`src/logic/scr_ram_macros.svh`:
```
// Scrambled SRAM parameters
`ifndef SCR_RAM_MACROS_SVH
`define SCR_RAM_MACROS_SVH

// Data word and byte lane layout
`define SCR_DATA_W 32
`define SCR_BYTES 4

// The depth is 2**SCR_ADDR_W so the address map stays a bijection
`define SCR_ADDR_W 8
`define SCR_DEPTH 256

// Key material for the keystream cipher
`define SCR_KEY_W 64
`define SCR_NONCE_W 32

// Round counts of the three substitution/permutation networks
`define SCR_CIPHER_ROUNDS 2
`define SCR_DIFF_ROUNDS 2
`define SCR_ADDR_ROUNDS 2

`endif

```
`src/logic/scr_ram_pkg.sv`:
```
// Scrambled SRAM types and primitives
`include "scr_ram_macros.svh"

package scr_ram_pkg;

  // Operation presented to the storage array in a given cycle
  typedef enum logic [1:0] {
    MEM_IDLE  = 2'b00,
    MEM_READ  = 2'b01,
    MEM_WRITE = 2'b10
  } mem_op_e;

  typedef logic [`SCR_DATA_W-1:0] word_t;
  typedef logic [`SCR_ADDR_W-1:0] addr_t;
  typedef logic [`SCR_BYTES-1:0]  be_t;

  // Entry i of the 4-bit S-box and of its inverse sits at bits 4*i+3:4*i
  localparam logic [63:0] SBOX4     = 64'h2174_8FE3_DA09_B65C;
  localparam logic [63:0] SBOX4_INV = 64'hA970_364B_D21C_8FE5;

  function automatic logic [3:0] sbox4(logic [3:0] x);
    return SBOX4[4*x +: 4];
  endfunction

  function automatic logic [3:0] sbox4_inv(logic [3:0] x);
    return SBOX4_INV[4*x +: 4];
  endfunction

  // Bit i moves to 2*i mod 7, the top bit stays where it is
  function automatic logic [7:0] perm8(logic [7:0] x);
    logic [7:0] y;
    for (int i = 0; i < 7; i++) begin
      y[(2*i) % 7] = x[i];
    end
    y[7] = x[7];
    return y;
  endfunction

  function automatic logic [7:0] perm8_inv(logic [7:0] x);
    logic [7:0] y;
    for (int i = 0; i < 7; i++) begin
      y[i] = x[(2*i) % 7];
    end
    y[7] = x[7];
    return y;
  endfunction

endpackage

```
`src/logic/mem_port_if.sv`:
```
// Scrambled array port
`timescale 1ns/1ps

interface mem_port_if;

  // Operation, scrambled address, scrambled word and byte enables for the array
  scr_ram_pkg::mem_op_e op;
  scr_ram_pkg::addr_t   addr;
  scr_ram_pkg::word_t   wdata;
  scr_ram_pkg::be_t     be;

  // Scrambled read word, valid the cycle after a MEM_READ
  scr_ram_pkg::word_t   rdata;

  // High in the cycle the read data of a read that hit a held write returns
  logic                 collide;

  modport sched (
    output op,
    output addr,
    output wdata,
    output be,
    output collide
  );

  modport array (
    input  op,
    input  addr,
    input  wdata,
    input  be,
    output rdata
  );

  modport resp (
    input  rdata,
    input  collide
  );

endinterface

```
`src/logic/byte_diffuser.sv`:
```
// Byte-wise data diffusion
`timescale 1ns/1ps
`include "scr_ram_macros.svh"

module byte_diffuser #(
  parameter bit inverse_p = 1'b0
) (
  input  scr_ram_pkg::word_t data_i,
  output scr_ram_pkg::word_t data_o
);

  //////////////////////////////////////////////////
  // Per-byte substitution/permutation
  //////////////////////////////////////////////////

  // Flipping one stored bit disturbs the whole byte after descrambling
  // Diffusion never crosses a byte boundary, which keeps byte writes possible
  // The inverse runs the rounds in reverse, undoing the permutation first and then the S-box
  always_comb begin
    logic [7:0] b;
    data_o = '0;
    for (int k = 0; k < `SCR_BYTES; k++) begin
      b = data_i[8*k +: 8];
      for (int r = 0; r < `SCR_DIFF_ROUNDS; r++) begin
        if (!inverse_p) begin
          // Forward round on the write side
          b = {scr_ram_pkg::sbox4(b[7:4]), scr_ram_pkg::sbox4(b[3:0])};
          b = scr_ram_pkg::perm8(b);
        end else begin
          // Exact inverse round on the read side
          b = scr_ram_pkg::perm8_inv(b);
          b = {scr_ram_pkg::sbox4_inv(b[7:4]), scr_ram_pkg::sbox4_inv(b[3:0])};
        end
      end
      data_o[8*k +: 8] = b;
    end
  end

endmodule

```
`src/logic/write_sched.sv`:
```
// Request side and write scheduling
`timescale 1ns/1ps

module write_sched (
  input  logic                clk_i,
  input  logic                rst_ni,
  input  logic                key_valid_i,
  input  logic                req_i,
  input  logic                write_i,
  input  logic                intg_error_i,
  input  scr_ram_pkg::addr_t  addr_scr_i,
  input  scr_ram_pkg::word_t  wdata_i,
  input  scr_ram_pkg::be_t    be_i,
  input  scr_ram_pkg::word_t  ks_i,
  output logic                gnt_o,
  output logic                read_en_o,
  output logic                kill_o,
  output scr_ram_pkg::word_t  wdata_raw_o,
  output scr_ram_pkg::be_t    be_raw_o,
  mem_port_if.sched           mem
);

  //////////////////////////////////////////////////
  // Grant and strobes
  //////////////////////////////////////////////////

  logic rd_en, wr_load, wr_q, pend_q, pend_d, wr_go;
  logic collide_d, collide_q, kill_q;

  assign gnt_o     = req_i & key_valid_i;
  assign rd_en     = gnt_o & ~write_i;
  assign read_en_o = rd_en;

  // A write granted together with an integrity error is dropped right here
  // so it never reaches the holding registers and can never be forwarded
  assign wr_load = gnt_o & write_i & ~intg_error_i;

  // The delayed or pending write may use the array only in a cycle without a read,
  // and the error input silences the array for the current cycle
  assign wr_go = (wr_q | pend_q) & ~rd_en & ~intg_error_i;

  // A delayed write that cannot go now is parked, and the flag clears once it drains
  assign pend_d = wr_go ? 1'b0 : (wr_q ? 1'b1 : pend_q);

  // A read that hits the held write row is forwarded from the raw holding register
  scr_ram_pkg::addr_t waddr_q;
  assign collide_d = rd_en & (wr_q | pend_q) & (addr_scr_i == waddr_q);

  //////////////////////////////////////////////////
  // Write data scrambling
  //////////////////////////////////////////////////

  scr_ram_pkg::word_t wdata_q, wdata_xor, wdata_diff, wdata_scr_q;
  scr_ram_pkg::be_t   be_q;

  // Keystream first, then diffusion, so the read path can strip the keystream last
  assign wdata_xor = wdata_q ^ ks_i;

  byte_diffuser #(
    .inverse_p (1'b0)
  ) u_diff_fwd (
    .data_i (wdata_xor),
    .data_o (wdata_diff)
  );

  //////////////////////////////////////////////////
  // Array request
  //////////////////////////////////////////////////

  always_comb begin
    mem.op = scr_ram_pkg::MEM_IDLE;
    if (rd_en && !intg_error_i) begin
      mem.op = scr_ram_pkg::MEM_READ;
    end else if (wr_go) begin
      mem.op = scr_ram_pkg::MEM_WRITE;
    end
  end

  // A parked write reuses its saved word since the keystream has moved on
  assign mem.addr    = rd_en ? addr_scr_i : waddr_q;
  assign mem.wdata   = pend_q ? wdata_scr_q : wdata_diff;
  assign mem.be      = be_q;
  assign mem.collide = collide_q;

  assign wdata_raw_o = wdata_q;
  assign be_raw_o    = be_q;
  assign kill_o      = kill_q;

  //////////////////////////////////////////////////
  // Registers
  //////////////////////////////////////////////////

  always_ff @(posedge clk_i or negedge rst_ni) begin
    if (!rst_ni) begin
      wr_q      <= 1'b0;
      pend_q    <= 1'b0;
      collide_q <= 1'b0;
      kill_q    <= 1'b0;
    end else begin
      wr_q      <= wr_load;
      pend_q    <= pend_d;
      collide_q <= collide_d;
      kill_q    <= intg_error_i;
    end
  end

  // The raw copy of the write payload also serves collision forwarding
  always_ff @(posedge clk_i) begin
    if (wr_load) begin
      waddr_q <= addr_scr_i;
      wdata_q <= wdata_i;
      be_q    <= be_i;
    end
    // Capture the scrambled word while its keystream is still on ks_i
    if (wr_q && !wr_go) begin
      wdata_scr_q <= wdata_diff;
    end
  end

endmodule

```
`src/flat_wrapper.sv`:
```
// flat-port wrapper written by rule: the top's interface ports become plain ports
module write_sched_flat 
  (clk_i, rst_ni, key_valid_i, req_i, write_i, intg_error_i, addr_scr_i, wdata_i, be_i, ks_i, gnt_o, read_en_o, kill_o, wdata_raw_o, be_raw_o, mem_op, mem_addr, mem_wdata, mem_be, mem_collide);
  mem_port_if mem_i ();
  input  logic clk_i;
  input  logic rst_ni;
  input  logic key_valid_i;
  input  logic req_i;
  input  logic write_i;
  input  logic intg_error_i;
  input  scr_ram_pkg::addr_t addr_scr_i;
  input  scr_ram_pkg::word_t wdata_i;
  input  scr_ram_pkg::be_t be_i;
  input  scr_ram_pkg::word_t ks_i;
  output logic gnt_o;
  output logic read_en_o;
  output logic kill_o;
  output scr_ram_pkg::word_t wdata_raw_o;
  output scr_ram_pkg::be_t be_raw_o;
  output wire logic [$bits(mem_i.op)-1:0] mem_op;
  output wire logic [$bits(mem_i.addr)-1:0] mem_addr;
  output wire logic [$bits(mem_i.wdata)-1:0] mem_wdata;
  output wire logic [$bits(mem_i.be)-1:0] mem_be;
  output wire logic [$bits(mem_i.collide)-1:0] mem_collide;
  assign mem_op = mem_i.op;
  assign mem_addr = mem_i.addr;
  assign mem_wdata = mem_i.wdata;
  assign mem_be = mem_i.be;
  assign mem_collide = mem_i.collide;
  write_sched u_core (.clk_i(clk_i), .rst_ni(rst_ni), .key_valid_i(key_valid_i), .req_i(req_i), .write_i(write_i), .intg_error_i(intg_error_i), .addr_scr_i(addr_scr_i), .wdata_i(wdata_i), .be_i(be_i), .ks_i(ks_i), .gnt_o(gnt_o), .read_en_o(read_en_o), .kill_o(kill_o), .wdata_raw_o(wdata_raw_o), .be_raw_o(be_raw_o), .mem(mem_i));
endmodule
```
`config.mk`:
```
export PLATFORM = sky130hd
export DESIGN_NAME = write_sched_flat
export DESIGN_NICKNAME = d
export VERILOG_FILES = /design/src/logic/scr_ram_pkg.sv /design/src/logic/mem_port_if.sv /design/src/logic/byte_diffuser.sv /design/src/logic/write_sched.sv /design/src/flat_wrapper.sv
export VERILOG_INCLUDE_DIRS = /design/src /design/src/logic
export SDC_FILE = /design/constraint.sdc
export NUM_CORES = 1
export LEC_CHECK = 0
export ABC_CLOCK_PERIOD_IN_PS = 4700
export BUFFER_PORTS_ARGS = -buffer_cell sky130_fd_sc_hd__clkbuf_2
export CAP_MARGIN = 20
export CORE_MARGIN = 2
export CORE_UTILIZATION = 58
export DETAILED_ROUTE_END_ITERATION = 8
export PLACE_DENSITY = 0.87
export REMOVE_ABC_BUFFERS = 1
export SLEW_MARGIN = 20
export SYNTH_ARGS = -nofsm -noshare
export SYNTH_HDL_FRONTEND = slang
export SYNTH_HIERARCHICAL = 1
export SYNTH_SLANG_ARGS = --single-unit
export TNS_END_PERCENT = 5
```
`constraint.sdc`:
```
create_clock -name clk_i -period 4.7 [get_ports clk_i]
set_clock_uncertainty 0.2 [all_clocks]
set_input_delay 0.235 -clock clk_i [delete_from_list [all_inputs] [get_ports clk_i]]
set_output_delay 0.235 -clock clk_i [all_outputs]
set_load 0.1 [all_outputs]
```
Word level (Yosys, flattened, before mapping)

Cells that the tools add are included.

Bits in registers: 80
Latch bits: 0
Bits in writable memories: 0
Memory bits (read-only): 0
Input port bits: 82
Output and inout port bits: 86
Logic and storage cells: 49
Memories kept: 0

Add/sub/neg operators: 0
Multipliers: 0
Div/mod/pow operators: 0
Magnitude comparators: 0
Eq/ne operators: 1
Shift-type cells: 16
Muxes and demuxes: 6
Bitwise gates (word level): 13
Reduce and logical (&&, ||, !) cells: 5

Operator list:

| kind                                                        | number |
|---|---|
| variable part select 64 x 7 -> 4 bit (first input constant) | 16 |
| 2-to-1 mux 32 bit                                           | 1 |
| bitwise XOR 32 bit                                          | 1 |
| bitwise AND 1 bit                                           | 8 |
| == test 8 bit                                               | 1 |
| 2-to-1 mux 8 bit                                            | 1 |
| 2-to-1 mux 2 bit                                            | 2 |
| NOT 1 bit                                                   | 3 |
| logical AND 1 bit                                           | 2 |
| logical NOT 1 bit                                           | 2 |
| 2-to-1 mux 1 bit                                            | 2 |
| nonzero test 2 bit                                          | 1 |
| OR 1 bit                                                    | 1 |

Longest topological paths before layout

Gate-level depths: netlist (run 1).

Depth in word-level cells: 7
Depth in mapped cells: 13
Depth with buffers taken out: 13

Modules after synthesis

The synthesis (run 1) kept the hierarchy.

By module, submodules not included:

| module        | times used | cells each | area an instance (µm²) | sequential area each (µm²) |
|---|---|---|---|---|
| write_sched   | 1          | 181        | 3388.2                 | 2382.3 |
| byte_diffuser | 1          | 347        | 2875.3                 | 0.0 |

Least setup slack after synthesis (run 1)

OpenSTA, ideal clock, no wires.

Path type: register to output
From: register u_core.wdata_q[24], in the netlist u_core/wdata_raw_o[24]
To: output port mem_wdata[31]
Arrival time: 3649 ps
Required time: 4265 ps
Setup slack: 616 ps
Cell stages (with the launch flop): 13
Buffers on the path: 0
Cell sequence: edfxtp_1 -> xor2_1 -> inv_1 -> ha_1 -> nand2_1 -> o21ai_0 -> mux2i_1 -> inv_1 -> ha_1 -> mux2i_1 -> nand2_1 -> o21ai_0 -> mux2_1

Longest elaborated chain between the ends: 4

RTL lines:

| item                                               | RTL line           | source |
|---|---|---|
| start: declaration                                 | write_sched.sv:53  | `scr_ram_pkg::word_t wdata_q, wdata_xor, wdata_diff, wdata_scr_q;` |
| start signal: assignment                           | write_sched.sv:111 | `wdata_q <= wdata_i;` |
| bitwise XOR 32 bit                                 | write_sched.sv:57  | `assign wdata_xor = wdata_q ^ ks_i;` |
| via u_core.wdata_xor[24]                           | write_sched.sv:53  |  |
| variable part select 64 x 7 -> 4 bit (2 in series) | scr_ram_pkg.sv:22  | `return SBOX4[4*x +: 4];` |
| via u_core.wdata_diff[31]                          | write_sched.sv:53  |  |
| 2-to-1 mux 32 bit                                  | write_sched.sv:81  | `assign mem.wdata = pend_q ? wdata_scr_q : wdata_diff;` |
| end: declaration                                   | flat_wrapper.sv:22 | `output wire logic [$bits(mem_i.wdata)-1:0] mem_wdata;` |

The timed path passes the listed nets, and every way through them passes these cells.

Worst setup path in the final report (run 1)

From: register u_core.wdata_q[24], in the netlist u_core/wdata_raw_o[24]
To: output port mem_wdata[25]

The elaborated chain is that of the path after synthesis.

==> metrics, run 1 <==
synthesized cell area roughly 6300 µm²; GRT overflow 0; final setup fails 0; Initial Util 0.601; dpl ws 0.807 ns; Cells after Synth 528; post-cts sizing count 0; final hold violations 0; Critical Path AT a little under 4 ns; number of synthesized flops with an enable pin between 70 and 80; DRC 0; Logic pwr share 0.573; gr usage total 0.257; asr flop ratio synth 0.0500; Setup Fix Bufs, Post-CTS 0; First-pass DRT Iterations 4; worst vdd ir around 0.42 mV; crit end category output pin; Top delay family on crit path multiplexers; post-layout util 0.745; Area Overhead vs Synth 23.9%; Worst slew margin 0.360; Post-Syn Area per Cell ~12 µm²; Synth Flop Type edfxtp_1; pin count of the biggest net entering global routing between 40 and 50; CP Launch Type flop; Hold Path Class input pin to async pin; Core ar. 10,400 µm²; P_sw 1.66 mW; Clock Power Share 0.169; worst-path cell chain xor2_1 > inv_1 > ha_1 > nand2_1 > o21ai_0 > mux2i_1 > inv_1 > ha_1 > xor2_1 > mux2_2 > mux2_2 > clkbuf_2; drt initial violations between 150 and 200; ratio of cells with drive above 1 in the final layout 0.349; Int Power approximately 1.6 mW; top cell type by total area after synthesis edfxtp_1; Synth Register Bits 80; Max-cap violations 0; Leakage between 3 and 4 nW; Synth cell types 59; Final Cycle Share 0.926; Slew @ Worst Pin ~0.96 ns; setup TNS 0 ns; register area share after synthesis 0.380; I/O Pins 168; fin worst setup slack 0.348 ns; routed len/inst approximately 17 µm; Cell Rows 37; DR vias/cell about 5.4; r2r worst-path depth 10; Max stage delay on crit path about 0.42 ns; Nets approximately 880; r2r setup slk 1.32 ns; H-tree levels 3; first-pass GRT wire length about 24 mm; clk_lat worst skew approximately 0.35 ns; via total after detailed routing ~4,700; Die H 108 µm; r2r startpoint u_core/wdata_raw_o[24]$_DFFE_PP_; initial antenna violation count 0; clk sinks 80; CTS Root Cell clkbuf_8; Die Area approximately 12,000 µm²; Worst EP required 4.26 ns; Reg2Reg Capture Point u_core/wdata_scr_q[25]$_DFFE_PP_; Yosys Warn Count 6; Worst-path clk slew 0.08 ns; Clock Path Buffers 2; CTS tree built; Yosys top cell area share 0.364; TritonCTS Buffers 9; synth top area cells edfxtp_1, ha_1, mux2_2; PwrDens around 420 nW/µm²; Flop pwr share 0.258; number of global-route vias before repair about 5,100; unrepaired setup endpoints after global routing no; post-route ant nets 0; GP Congestion 0.874; min Tclk post-route roughly 4.4 ns; crit-path max FO 6; CP bufs+invs 3; outcome complete, no violations; Slowest-stage cell, CP edfxtp_1; Net Sw Frac 0.509; PortBufs 167; fmax 230 MHz; final wirelength ~15 mm; hpwl dp ~9.5 mm; count of pins over their slew limit 0; CP Class flop to output pin; Die W about 110 µm
[synth_stat cells, types with 6 or more instances]
master,count
nor2b_1,9
nand2_1,20
mux2i_1,36
inv_1,44
nor2_1,28
mux2_4,6
a21oi_1,15
buf_4,8
ha_1,71
mux4_2,11
xor2_1,37
edfxtp_1,76
xnor2_1,17
buf_6,6
mux2_2,39
o21ai_0,21
buf_2,7
[power by group through the flow]
stage	combinational, mW	clock [mW]	sequential, mW
finish	1.87	0.553	0.843
global placement	1.78	0	0.857
global route	1.98	0.589	0.845
floorplan	1.47	0	0.938
detailed placement	1.82	0	0.858
CTS	1.86	0.563	0.842
[cell families (layout without fill, tap and decap cells)]
family	after synthesis	in the layout	synth area share
DFF	80	80	0.380
xor gates and xnor gates	56	56	0.0807
buffers and inverters	70	275	0.0581
muxes	97	97	0.191
and+or+nand+nor	79	79	0.0675
AOI/OAI and AO/OA	75	75	0.0809
adders and majority gates	71	71	0.142
other	0	1	0
[worst reg2reg max path: stages (launching register included)]
cell and delay, ns:
edfxtp_1 0.42, xor2_1 0.39, inv_1 0.19, ha_1 0.39
nand2_1 0.09, o21ai_0 0.08, mux2i_1 0.37, inv_1 0.16
ha_1 0.37, xor2_1 0.17, mux2_2 0.30
[per-stage QoR]
step	hold WS (ns)	power, mW	instances	area, µm²
floorplan	-0.261	2.41	503	6070
global placement	-0.153	2.63	807	7090
detailed placement	-0.152	2.68	807	7090
CTS	0.0105	3.27	869	7750
global route	0.0591	3.41	869	7760
finish	0.0543	3.27	870	7760
[area by class of cell]
class | instances | area [µm²]
Antenna cell | 1 | 2.50
Clock buffer | 12 | 135
Clock inverter | 4 | 68.8
Fill cell | 671 | 2660
Inverter | 45 | 169
Multi-Input combinational cell | 378 | 3530
Sequential cell | 80 | 2380
Tap cell | 136 | 170
Timing Repair Buffer | 214 | 1300
[how the worst max path moves through the flow]
stage / startpoint / end / slack (ns) / cells past startpoint
6_report: u_core/wdata_raw_o[24]$_DFFE_PP_ / mem_wdata[25] / 0.35 / 12
5_1_grt: u_core/wdata_raw_o[24]$_DFFE_PP_ / mem_wdata[25] / 0.12 / 12
4_1_cts: u_core/wdata_raw_o[24]$_DFFE_PP_ / mem_wdata[25] / 0.37 / 12
3_5_place_dp: u_core/wdata_raw_o[24]$_DFFE_PP_ / mem_wdata[25] / 0.81 / 12
3_3_place_gp: u_core/wdata_raw_o[24]$_DFFE_PP_ / mem_wdata[25] / 1.00 / 12
2_1_floorplan: u_core/wdata_raw_o[24]$_DFFE_PP_ / mem_wdata[31] / 0.58 / 12
[repair_timing]
action / CTS / global route
hold endpoints to repair: 49 / 0
hold buffers: 46 / 0
setup endpoints to repair: 0 / 0
[cells in the final DEF, fill, tap and decap left out, types with 6 or more instances in the layout]
cell and count:
a21oi_1 15, mux2_4 6, mux2i_1 36, xnor2_1 17, edfxtp_1 76, clkbuf_2 167
ha_1 71, xor2_1 37, mux4_2 11, nand2_1 20, inv_1 44, o21ai_0 21
clkbuf_8 9, nor2_1 28, nor2b_1 8, mux2_2 39, dlygate4sd3_1 46
[layer usage]
| layer | routed length (µm) | global-route usage |
|---|---|---|
| met4 | 373 | 0.104 |
| met1 | 5630 | 0.273 |
| met5 | 0 | 0 |
| met3 | 843 | 0.0593 |
| met2 | 7820 | 0.488 |
[sequential cells by signal (all words and copies together) (netlist names)]
name and flops:
u_core/wdata_scr_q 32, u_core/wr_q 1, u_core/be_raw_o 4, u_core/waddr_q 8, u_core/wdata_raw_o 32, u_core/pend_q 1, u_core/kill_o 1, u_core/mem.collide 1
(Power assumes the default switching activity.)
==> run 2, diff against run 1 <==
Settings changed: ABC_AREA set to 1.
==> run 2 against run 1 <==
Net effect:
- worst hold slack worse by 0.015 ns
- critical path depth up 4
- flip-flop and latch count unchanged
- via count up 25%
- final area up 2.4%
- synthesized cell count up 52%
- largest cell class unchanged
- largest power group unchanged
==> metrics, run 2 <==
final wirelength 15.3 mm (was 14.7 mm); hpwl dp 10.3 mm (was 9.54 mm); Core ar. 10,700 µm² (was 10,400 µm²); Synth cell types 33 (was 59); unrepaired setup endpoints after global routing no (unchanged); Synth Flop Type edfxtp_1 (unchanged); outcome complete, no violations (unchanged); CP Class flop to output pin (unchanged); Logic pwr share 0.549 (was 0.573); Net Sw Frac 0.521 (was 0.509); CP Launch Type flop (unchanged); I/O Pins 168 (unchanged); top cell type by total area after synthesis edfxtp_1 (unchanged); synth top area cells edfxtp_1, nand2_1, ha_1 (was edfxtp_1, ha_1, mux2_2); final setup fails 0 (unchanged); DR vias/cell 5.11 (was 5.43); number of global-route vias before repair 5,564 (was 5,109); most frequent cell after synthesis nand2_1 (was edfxtp_1); Cell Rows 38 (was 37); clk_lat worst skew 0.35 ns (about the same); Clock Path Buffers 2 (unchanged); met3 Track Usage GR 0.0494 (was 0.0593); Cell Count, Final, Fillers Out 1,158 (was 870); Hold Path Class input pin to async pin (unchanged); via total after detailed routing 5,914 (was 4,723); DRC 0 (unchanged); Nets 1,167 (was 881); r2r setup slk 1.41 ns (was 1.32 ns); First-pass DRT Iterations 6 (was 4); min Tclk post-route 4.23 ns (was 4.35 ns); most frequent cells in the layout nand2_1, clkbuf_2, inv_1 (was clkbuf_2, edfxtp_1, ha_1); crit-path max FO 5 (was 6); crit end category output pin (unchanged); register area share after synthesis 0.376 (was 0.380); Int Power 1.47 mW (was 1.60 mW); fill count 783 (was 671); asr flop ratio synth 0.0500 (unchanged); Yosys Warn Count 6 (unchanged); Die W 109 µm (was 108 µm); commonest non-fill, non-tap cell in the layout nand2_1 (was clkbuf_2); clk sinks 80 (unchanged); global route hottest layer met2 (unchanged); Cells after Synth 801 (was 528); post-route ant nets 0 (unchanged); gr usage total 0.268 (was 0.257); number of diodes 0 (was 1); CTS Root Cell clkbuf_8 (unchanged); Initial Util 0.590 (was 0.601); PortBufs 167 (unchanged); Worst EP required 4.26 ns (about the same); Max-cap violations 0 (unchanged); initial antenna violation count 0 (unchanged); Critical Path AT 3.80 ns (was 3.92 ns); final hold violations 0 (unchanged); Flop pwr share 0.273 (was 0.258); P_sw 1.60 mW (was 1.66 mW); Setup Fix Bufs, Post-CTS 0 (unchanged); Leakage 4.15 nW (was 3.51 nW); Die Area 11,800 µm² (was 11,600 µm²); Clock Power Share 0.179 (was 0.169); CTS tree built (unchanged); GRT overflow 0 (unchanged); worst vdd ir 0.440 mV (was 0.423 mV); met2 Track Usage GR 0.478 (was 0.488); Worst slew margin 0.352 (was 0.360); Post-Syn Area per Cell 7.91 µm² (was 11.9 µm²); setup TNS 0 ns (unchanged); Die H 109 µm (was 108 µm); routed len/inst 13.2 µm (was 16.9 µm); count of pins over their slew limit 0 (unchanged); first-pass GRT wire length 24.9 mm (was 23.6 mm); number of synthesized flops with an enable pin 76 (unchanged); Worst-path clk slew 0.09 ns (was 0.08 ns); TritonCTS Buffers 9 (unchanged); Synth Register Bits 80 (unchanged); GP Congestion 0.883 (was 0.874); met1 usage 0.317 (was 0.273); Slew @ Worst Pin 0.970 ns (was 0.959 ns); Area Overhead vs Synth 25.4% (was 23.9%); post-cts sizing count 0 (unchanged); Inst Count DP 1,097 (was 807); r2r worst-path depth 12 (was 10); drt initial violations 371 (was 156); commonest cells in the netlist nand2_1, inv_1, edfxtp_1 (was edfxtp_1, ha_1, inv_1); PwrDens 386 nW/µm² (was 421 nW/µm²); fmax 236 MHz (was 230 MHz); Yosys top cell area share 0.360 (was 0.364); Final Cycle Share 0.901 (was 0.926); H-tree levels 3 (unchanged); pin count of the biggest net entering global routing 34 (was 46); ratio of cells with drive above 1 in the final layout 0.218 (was 0.349); synthesized cell area 6340 µm² (was 6260 µm²)
==> run 2: changes by cell type after synthesis, sizes merged, moves of 11 or more <==
cell / previous run / this run
nand2: 20 / 308
inv: 45 / 100
o21ai: 28 / 80
mux2: 50 / 0
mux2i: 36 / 0
nand3: 0 / 27
xnor2: 19 / 0
mux4: 11 / 0
nor2: 28 / 39
==> run 2: metrics by stage <==
step / power [mW] / util / hold slack (ns) / setup WS [ns] / instance area, µm²
2_1_floorplan: 2.22 / - / -0.261 / 0.581 / 6240
3_3_place_gp: 2.46 / 0.678 / -0.151 / 1.07 / 7290
3_5_place_dp: 2.50 / 0.678 / -0.148 / 0.934 / 7290
4_1_cts: 3.07 / 0.740 / 0.00340 / 0.540 / 7950
5_1_grt: 3.25 / 0.740 / 0.0330 / 0.124 / 7950
6_report: 3.07 / 0.740 / 0.0391 / 0.467 / 7950
==> run 2: area by class of cell <==
type | instances | area, µm² | area share
clock buffers | 10 | 128 | 0.0161
clock inverters | 5 | 72.6 | 0.00913
inverters | 100 | 378 | 0.0476
multi-input cells | 607 | 3490 | 0.439
flip-flops and latches | 80 | 2380 | 0.300
well taps | 140 | 175 | 0.0220
repair buffers | 216 | 1320 | 0.166
==> run 2: cell families (layout without fill, tap and decap cells) <==
logic type / count (synthesis) / after routing / synth area share
DFF: 80 / 80 / 0.376
AOI/OAI and AO/OA: 111 / 111 / 0.107
adders and majority gates: 71 / 71 / 0.140
xor gates and xnor gates: 41 / 41 / 0.0602
and+or+nand+nor: 384 / 384 / 0.241
buffers and inverters: 114 / 331 / 0.0752
==> run 2: power groups by stage <==
stage | clock network (mW) | registers [mW] | logic (mW)
2_1_floorplan | 0 | 0.933 | 1.29
5_1_grt | 0.584 | 0.839 | 1.82
4_1_cts | 0.557 | 0.836 | 1.68
3_3_place_gp | 0 | 0.851 | 1.61
6_report | 0.548 | 0.837 | 1.68
3_5_place_dp | 0 | 0.852 | 1.64
==> run 2: timing repair <==
item                                    in CTS  in global routing
hold buffers                                46                  0
hold endpoints to repair                    49                  0
endpoints found under the setup margin       0                  0
==> run 2: final timing paths <==
path / from / end
min in group clk_i: write_i / u_core/wr_q$_DFF_PN0_
hold reg to reg: u_core/wr_q$_DFF_PN0_ / u_core/pend_q$_DFFE_PN0P_
max in group asynchronous: rst_ni / u_core/wr_q$_DFF_PN0_
hold / removal: rst_ni / u_core/kill_o$_DFF_PN0_
setup reg to reg: u_core/wdata_raw_o[29]$_DFFE_PP_ / u_core/wdata_scr_q[29]$_DFFE_PP_
setup / recovery: u_core/wdata_raw_o[29]$_DFFE_PP_ / mem_wdata[31]
==> run 2: layer usage <==
metal	vias to the layer above	routed length, µm
li1	2992	-
met1	2687	6330
met2	206	7790
met3	29	880
met4	0	328
met5	-	0
==> run 2: critical path: stages, from the launching register on <==
cell and delay (ns):
edfxtp_1 0.42, xor2_1 0.36, inv_1 0.19, ha_1 0.33, nand2_1 0.08, o21ai_0 0.07, o21ai_0 0.52, inv_1 0.18
ha_1 0.33, inv_1 0.07, nand2_1 0.06, o21ai_0 0.08, nand2_1 0.07, nand2_1 0.08, nand2_1 0.06, nand2_1 0.08
clkbuf_2 0.46
==> run 3, diff against run 2 <==
Settings changed: CORE_UTILIZATION 58 to 60, PLACE_DENSITY 0.87 to 0.88, SYNTH_HIERARCHICAL 1 to unset.
==> run 3 against run 2 <==
Net effect:
- clock power grew 38%
- register-to-register slack gained 0.22 ns
- worst hold slack lost 0.011 ns
- final cell count grew 20%
- utilization grew 1.8 points
- combinational power shrank 4%
- flip-flop and latch count is the same
- synthesized cell count grew 28%
- critical path type unchanged
- critical endpoint is now mem_wdata[16]
- largest cell class unchanged
==> metrics, run 3 <==
I/O Pins 168 (unchanged); crit end category output pin (unchanged); outcome complete, no violations (unchanged); Area Overhead vs Synth 24.3% (was 25.4%); GP Congestion 0.887 (was 0.883); Reg2Reg Capture Point u_core.wdata_scr_q[16]$_DFFE_PP_ (was u_core/wdata_scr_q[29]$_DFFE_PP_); Synth Register Bits 80 (unchanged); P_sw 1.55 mW (was 1.60 mW); number of diodes 0 (unchanged); Max stage delay on crit path 0.42 ns (was 0.52 ns); Yosys top cell area share 0.316 (was 0.360); commonest cells in the netlist nand2_1, inv_1, nand3_1 (was nand2_1, inv_1, edfxtp_1); Setup Fix Bufs, Post-CTS 0 (unchanged); r2r startpoint u_core.wdata_raw_o[20]$_DFFE_PP_ (was u_core/wdata_raw_o[29]$_DFFE_PP_); Logic pwr share 0.502 (was 0.549); Die W 114 µm (was 109 µm); most frequent cell after synthesis nand2_1 (unchanged); Slowest-stage cell, CP edfxtp_1 (was o21ai_0); clk sinks 80 (unchanged); Clock Path Buffers 2 (unchanged); Max-cap violations 0 (unchanged); Critical Path AT 3.35 ns (was 3.80 ns); CP Launch Type flop (unchanged); CTS tree built (unchanged); DR vias/cell 5.17 (was 5.11); Sequential Area 2380 µm² (unchanged); worst-path cell chain xnor2_1 > inv_1 > ha_1 > nand2_1 > nand3_1 > nand2_1 > inv_1 > ha_1 > or2_2 > nand2_1 > nand3_1 > nand3_1 > nand2_1 > clkbuf_2 (was xor2_1 > inv_1 > ha_1 > nand2_1 > o21ai_0 > o21ai_0 > inv_1 > ha_1 > inv_1 > nand2_1 > o21ai_0 > nand2_1 > nand2_1 > nand2_1 > nand2_1 > clkbuf_2); min Tclk post-route 3.78 ns (was 4.23 ns); Final Cycle Share 0.805 (was 0.901); commonest non-fill, non-tap cell in the layout nand2_1 (unchanged); Yosys Warn Count 0 (was 6); synth top area cells edfxtp_1, nand2_1, ha_1 (unchanged); r2r setup slk 1.63 ns (was 1.41 ns); Core ar. 11,900 µm² (was 10,700 µm²); Post-Syn Area per Cell 7.06 µm² (was 7.91 µm²); first-pass GRT wire length 30.0 mm (was 24.9 mm); Hold-fix buffers, CTS 46 (unchanged); Nets 1,400 (was 1,167); worst vdd ir 0.346 mV (was 0.440 mV); GRT overflow 0 (unchanged); pin count of the biggest net entering global routing 38 (was 34); TritonCTS Buffers 9 (unchanged); most frequent cells in the layout nand2_1, clkbuf_2, inv_1 (unchanged); Int Power 1.65 mW (was 1.47 mW); Slew @ Worst Pin 1.01 ns (was 0.970 ns); Cell Rows 40 (was 38); r2r worst-path depth 12 (unchanged); fill count 856 (was 783); synthesized cell area 7230 µm² (was 6340 µm²); final wirelength 18.3 mm (was 15.3 mm); Flop pwr share 0.262 (was 0.273); Synth Flop Type edfxtp_1 (unchanged); multi-input logic area 4320 µm² (was 3490 µm²); post-cts sizing count 0 (unchanged); final hold slack 0.0280 ns (was 0.0391 ns); PwrDens 357 nW/µm² (was 386 nW/µm²); initial antenna violation count 0 (unchanged); unrepaired setup endpoints after global routing no (unchanged); final hold violations 0 (unchanged); CP Class flop to output pin (unchanged); final setup fails 0 (unchanged); fmax 264 MHz (was 236 MHz); Clock Power Share 0.236 (was 0.179); Inst Count DP 1,328 (was 1,097); CP dominant cell by count nand2_1 (unchanged); Die H 114 µm (was 109 µm); Net Sw Frac 0.485 (was 0.521); Cell Count, Final, Fillers Out 1,390 (was 1,158); count of pins over their slew limit 0 (unchanged); clk_lat worst skew 0.34 ns (was 0.35 ns); via total after detailed routing 7,187 (was 5,914); number of synthesized flops with an enable pin 76 (unchanged); ratio of cells with drive above 1 in the final layout 0.180 (was 0.218); top cell type by total area after synthesis edfxtp_1 (unchanged); Worst-path clk slew 0.06 ns (was 0.09 ns); register area share after synthesis 0.330 (was 0.376); Hold Path Class input pin to async pin (unchanged); First-pass DRT Iterations 7 (was 6); Cells after Synth 1,024 (was 801); hpwl dp 12.0 mm (was 10.3 mm); post-route ant nets 0 (unchanged); Pwr Total 3.21 mW (was 3.07 mW); routed len/inst 13.2 µm (about the same); post-layout util 0.757 (was 0.740); Leakage 4.90 nW (was 4.15 nW); CTS Root Cell clkbuf_16 (was clkbuf_8); Die Area 12,900 µm² (was 11,800 µm²); drt initial violations 573 (was 371); DRC 0 (unchanged); number of global-route vias before repair 6,739 (was 5,564); Worst slew margin 0.326 (was 0.352); Synth cell types 33 (unchanged); CP bufs+invs 3 (was 4); asr flop ratio synth 0.0500 (unchanged); Initial Util 0.609 (was 0.590); Worst EP required 4.26 ns (about the same); Top delay family on crit path simple AND/OR/NAND/NOR gates (was buffers and inverters); H-tree levels 3 (unchanged); crit-path max FO 5 (unchanged); gr usage total 0.284 (was 0.268); PortBufs 167 (unchanged)
run 3: changes by cell type after synthesis, moves of 13 or more:
cell	before	now
inv_1	92	122
nor2_1	38	15
and2_1	0	17
nand3_1	26	121
o21ai_0	56	11
nand2_2	3	16
xor2_1	38	8
xnor2_1	0	13
nand2_1	304	482
o21ai_2	16	1
run 3: how the worst max path moves through the flow:
stage | slack [ns] | depth (start not counted) | from | end
finish | 0.92 | 14 | u_core.wdata_raw_o[20]$_DFFE_PP_ | mem_wdata[16]
global route | 0.66 | 15 | u_core.wdata_raw_o[12]$_DFFE_PP_ | mem_wdata[8]
CTS | 0.93 | 14 | u_core.wdata_raw_o[20]$_DFFE_PP_ | mem_wdata[16]
detailed placement | 1.38 | 14 | u_core.wdata_raw_o[20]$_DFFE_PP_ | mem_wdata[16]
global placement | 1.51 | 14 | u_core.wdata_raw_o[12]$_DFFE_PP_ | mem_wdata[8]
floorplan | -0.54 | 3 | u_core.pend_q$_DFFE_PN0P_ | u_core.wdata_scr_q[0]$_DFFE_PP_
run 3: kinds of logic (layout without fill, tap and decap cells):
logic type,after synthesis,after routing,share of synthesized area
simple gates,675,675,0.398
buf+inv,137,356,0.0743
fa+ha+maj,80,80,0.139
flops,80,80,0.330
xor+xnor,28,28,0.0412
compound gates,24,24,0.0189
run 3: routing by layer:
layer,global-route usage,vias up,wire (µm)
li1,-,3656,-
met1,0.337,3260,7470
met2,0.525,239,9520
met3,0.0414,32,896
met4,0.0943,0,405
met5,0,-,0
run 3: cell type report:
type | count | area share
Timing Repair Buffer | 215 | 0.146
Sequential cell | 80 | 0.265
Clock inverter | 6 | 0.00933
Clock buffer | 10 | 0.0255
Inverter | 125 | 0.0522
Tap cell | 147 | 0.0205
Multi-Input combinational cell | 807 | 0.481
run 3: stage by stage:
stage | cell area (µm²) | setup WS [ns] | setup TNS, ns
2_1_floorplan | 7160 | -0.543 | -17.37
5_1_grt | 8980 | 0.658 | 0
3_3_place_gp | 8210 | 1.51 | 0
4_1_cts | 8980 | 0.926 | 0
3_5_place_dp | 8210 | 1.38 | 0
6_report | 8980 | 0.918 | 0
run 3: power by group through the flow:
| stage | registers, mW | logic, mW | clock network [mW] |
|---|---|---|---|
| 6_report | 0.840 | 1.61 | 0.757 |
| 5_1_grt | 0.842 | 1.74 | 0.791 |
| 4_1_cts | 0.839 | 1.59 | 0.756 |
| 3_5_place_dp | 0.854 | 1.55 | 0 |
| 3_3_place_gp | 0.852 | 1.53 | 0 |
| 2_1_floorplan | 0.934 | 1.21 | 0 |
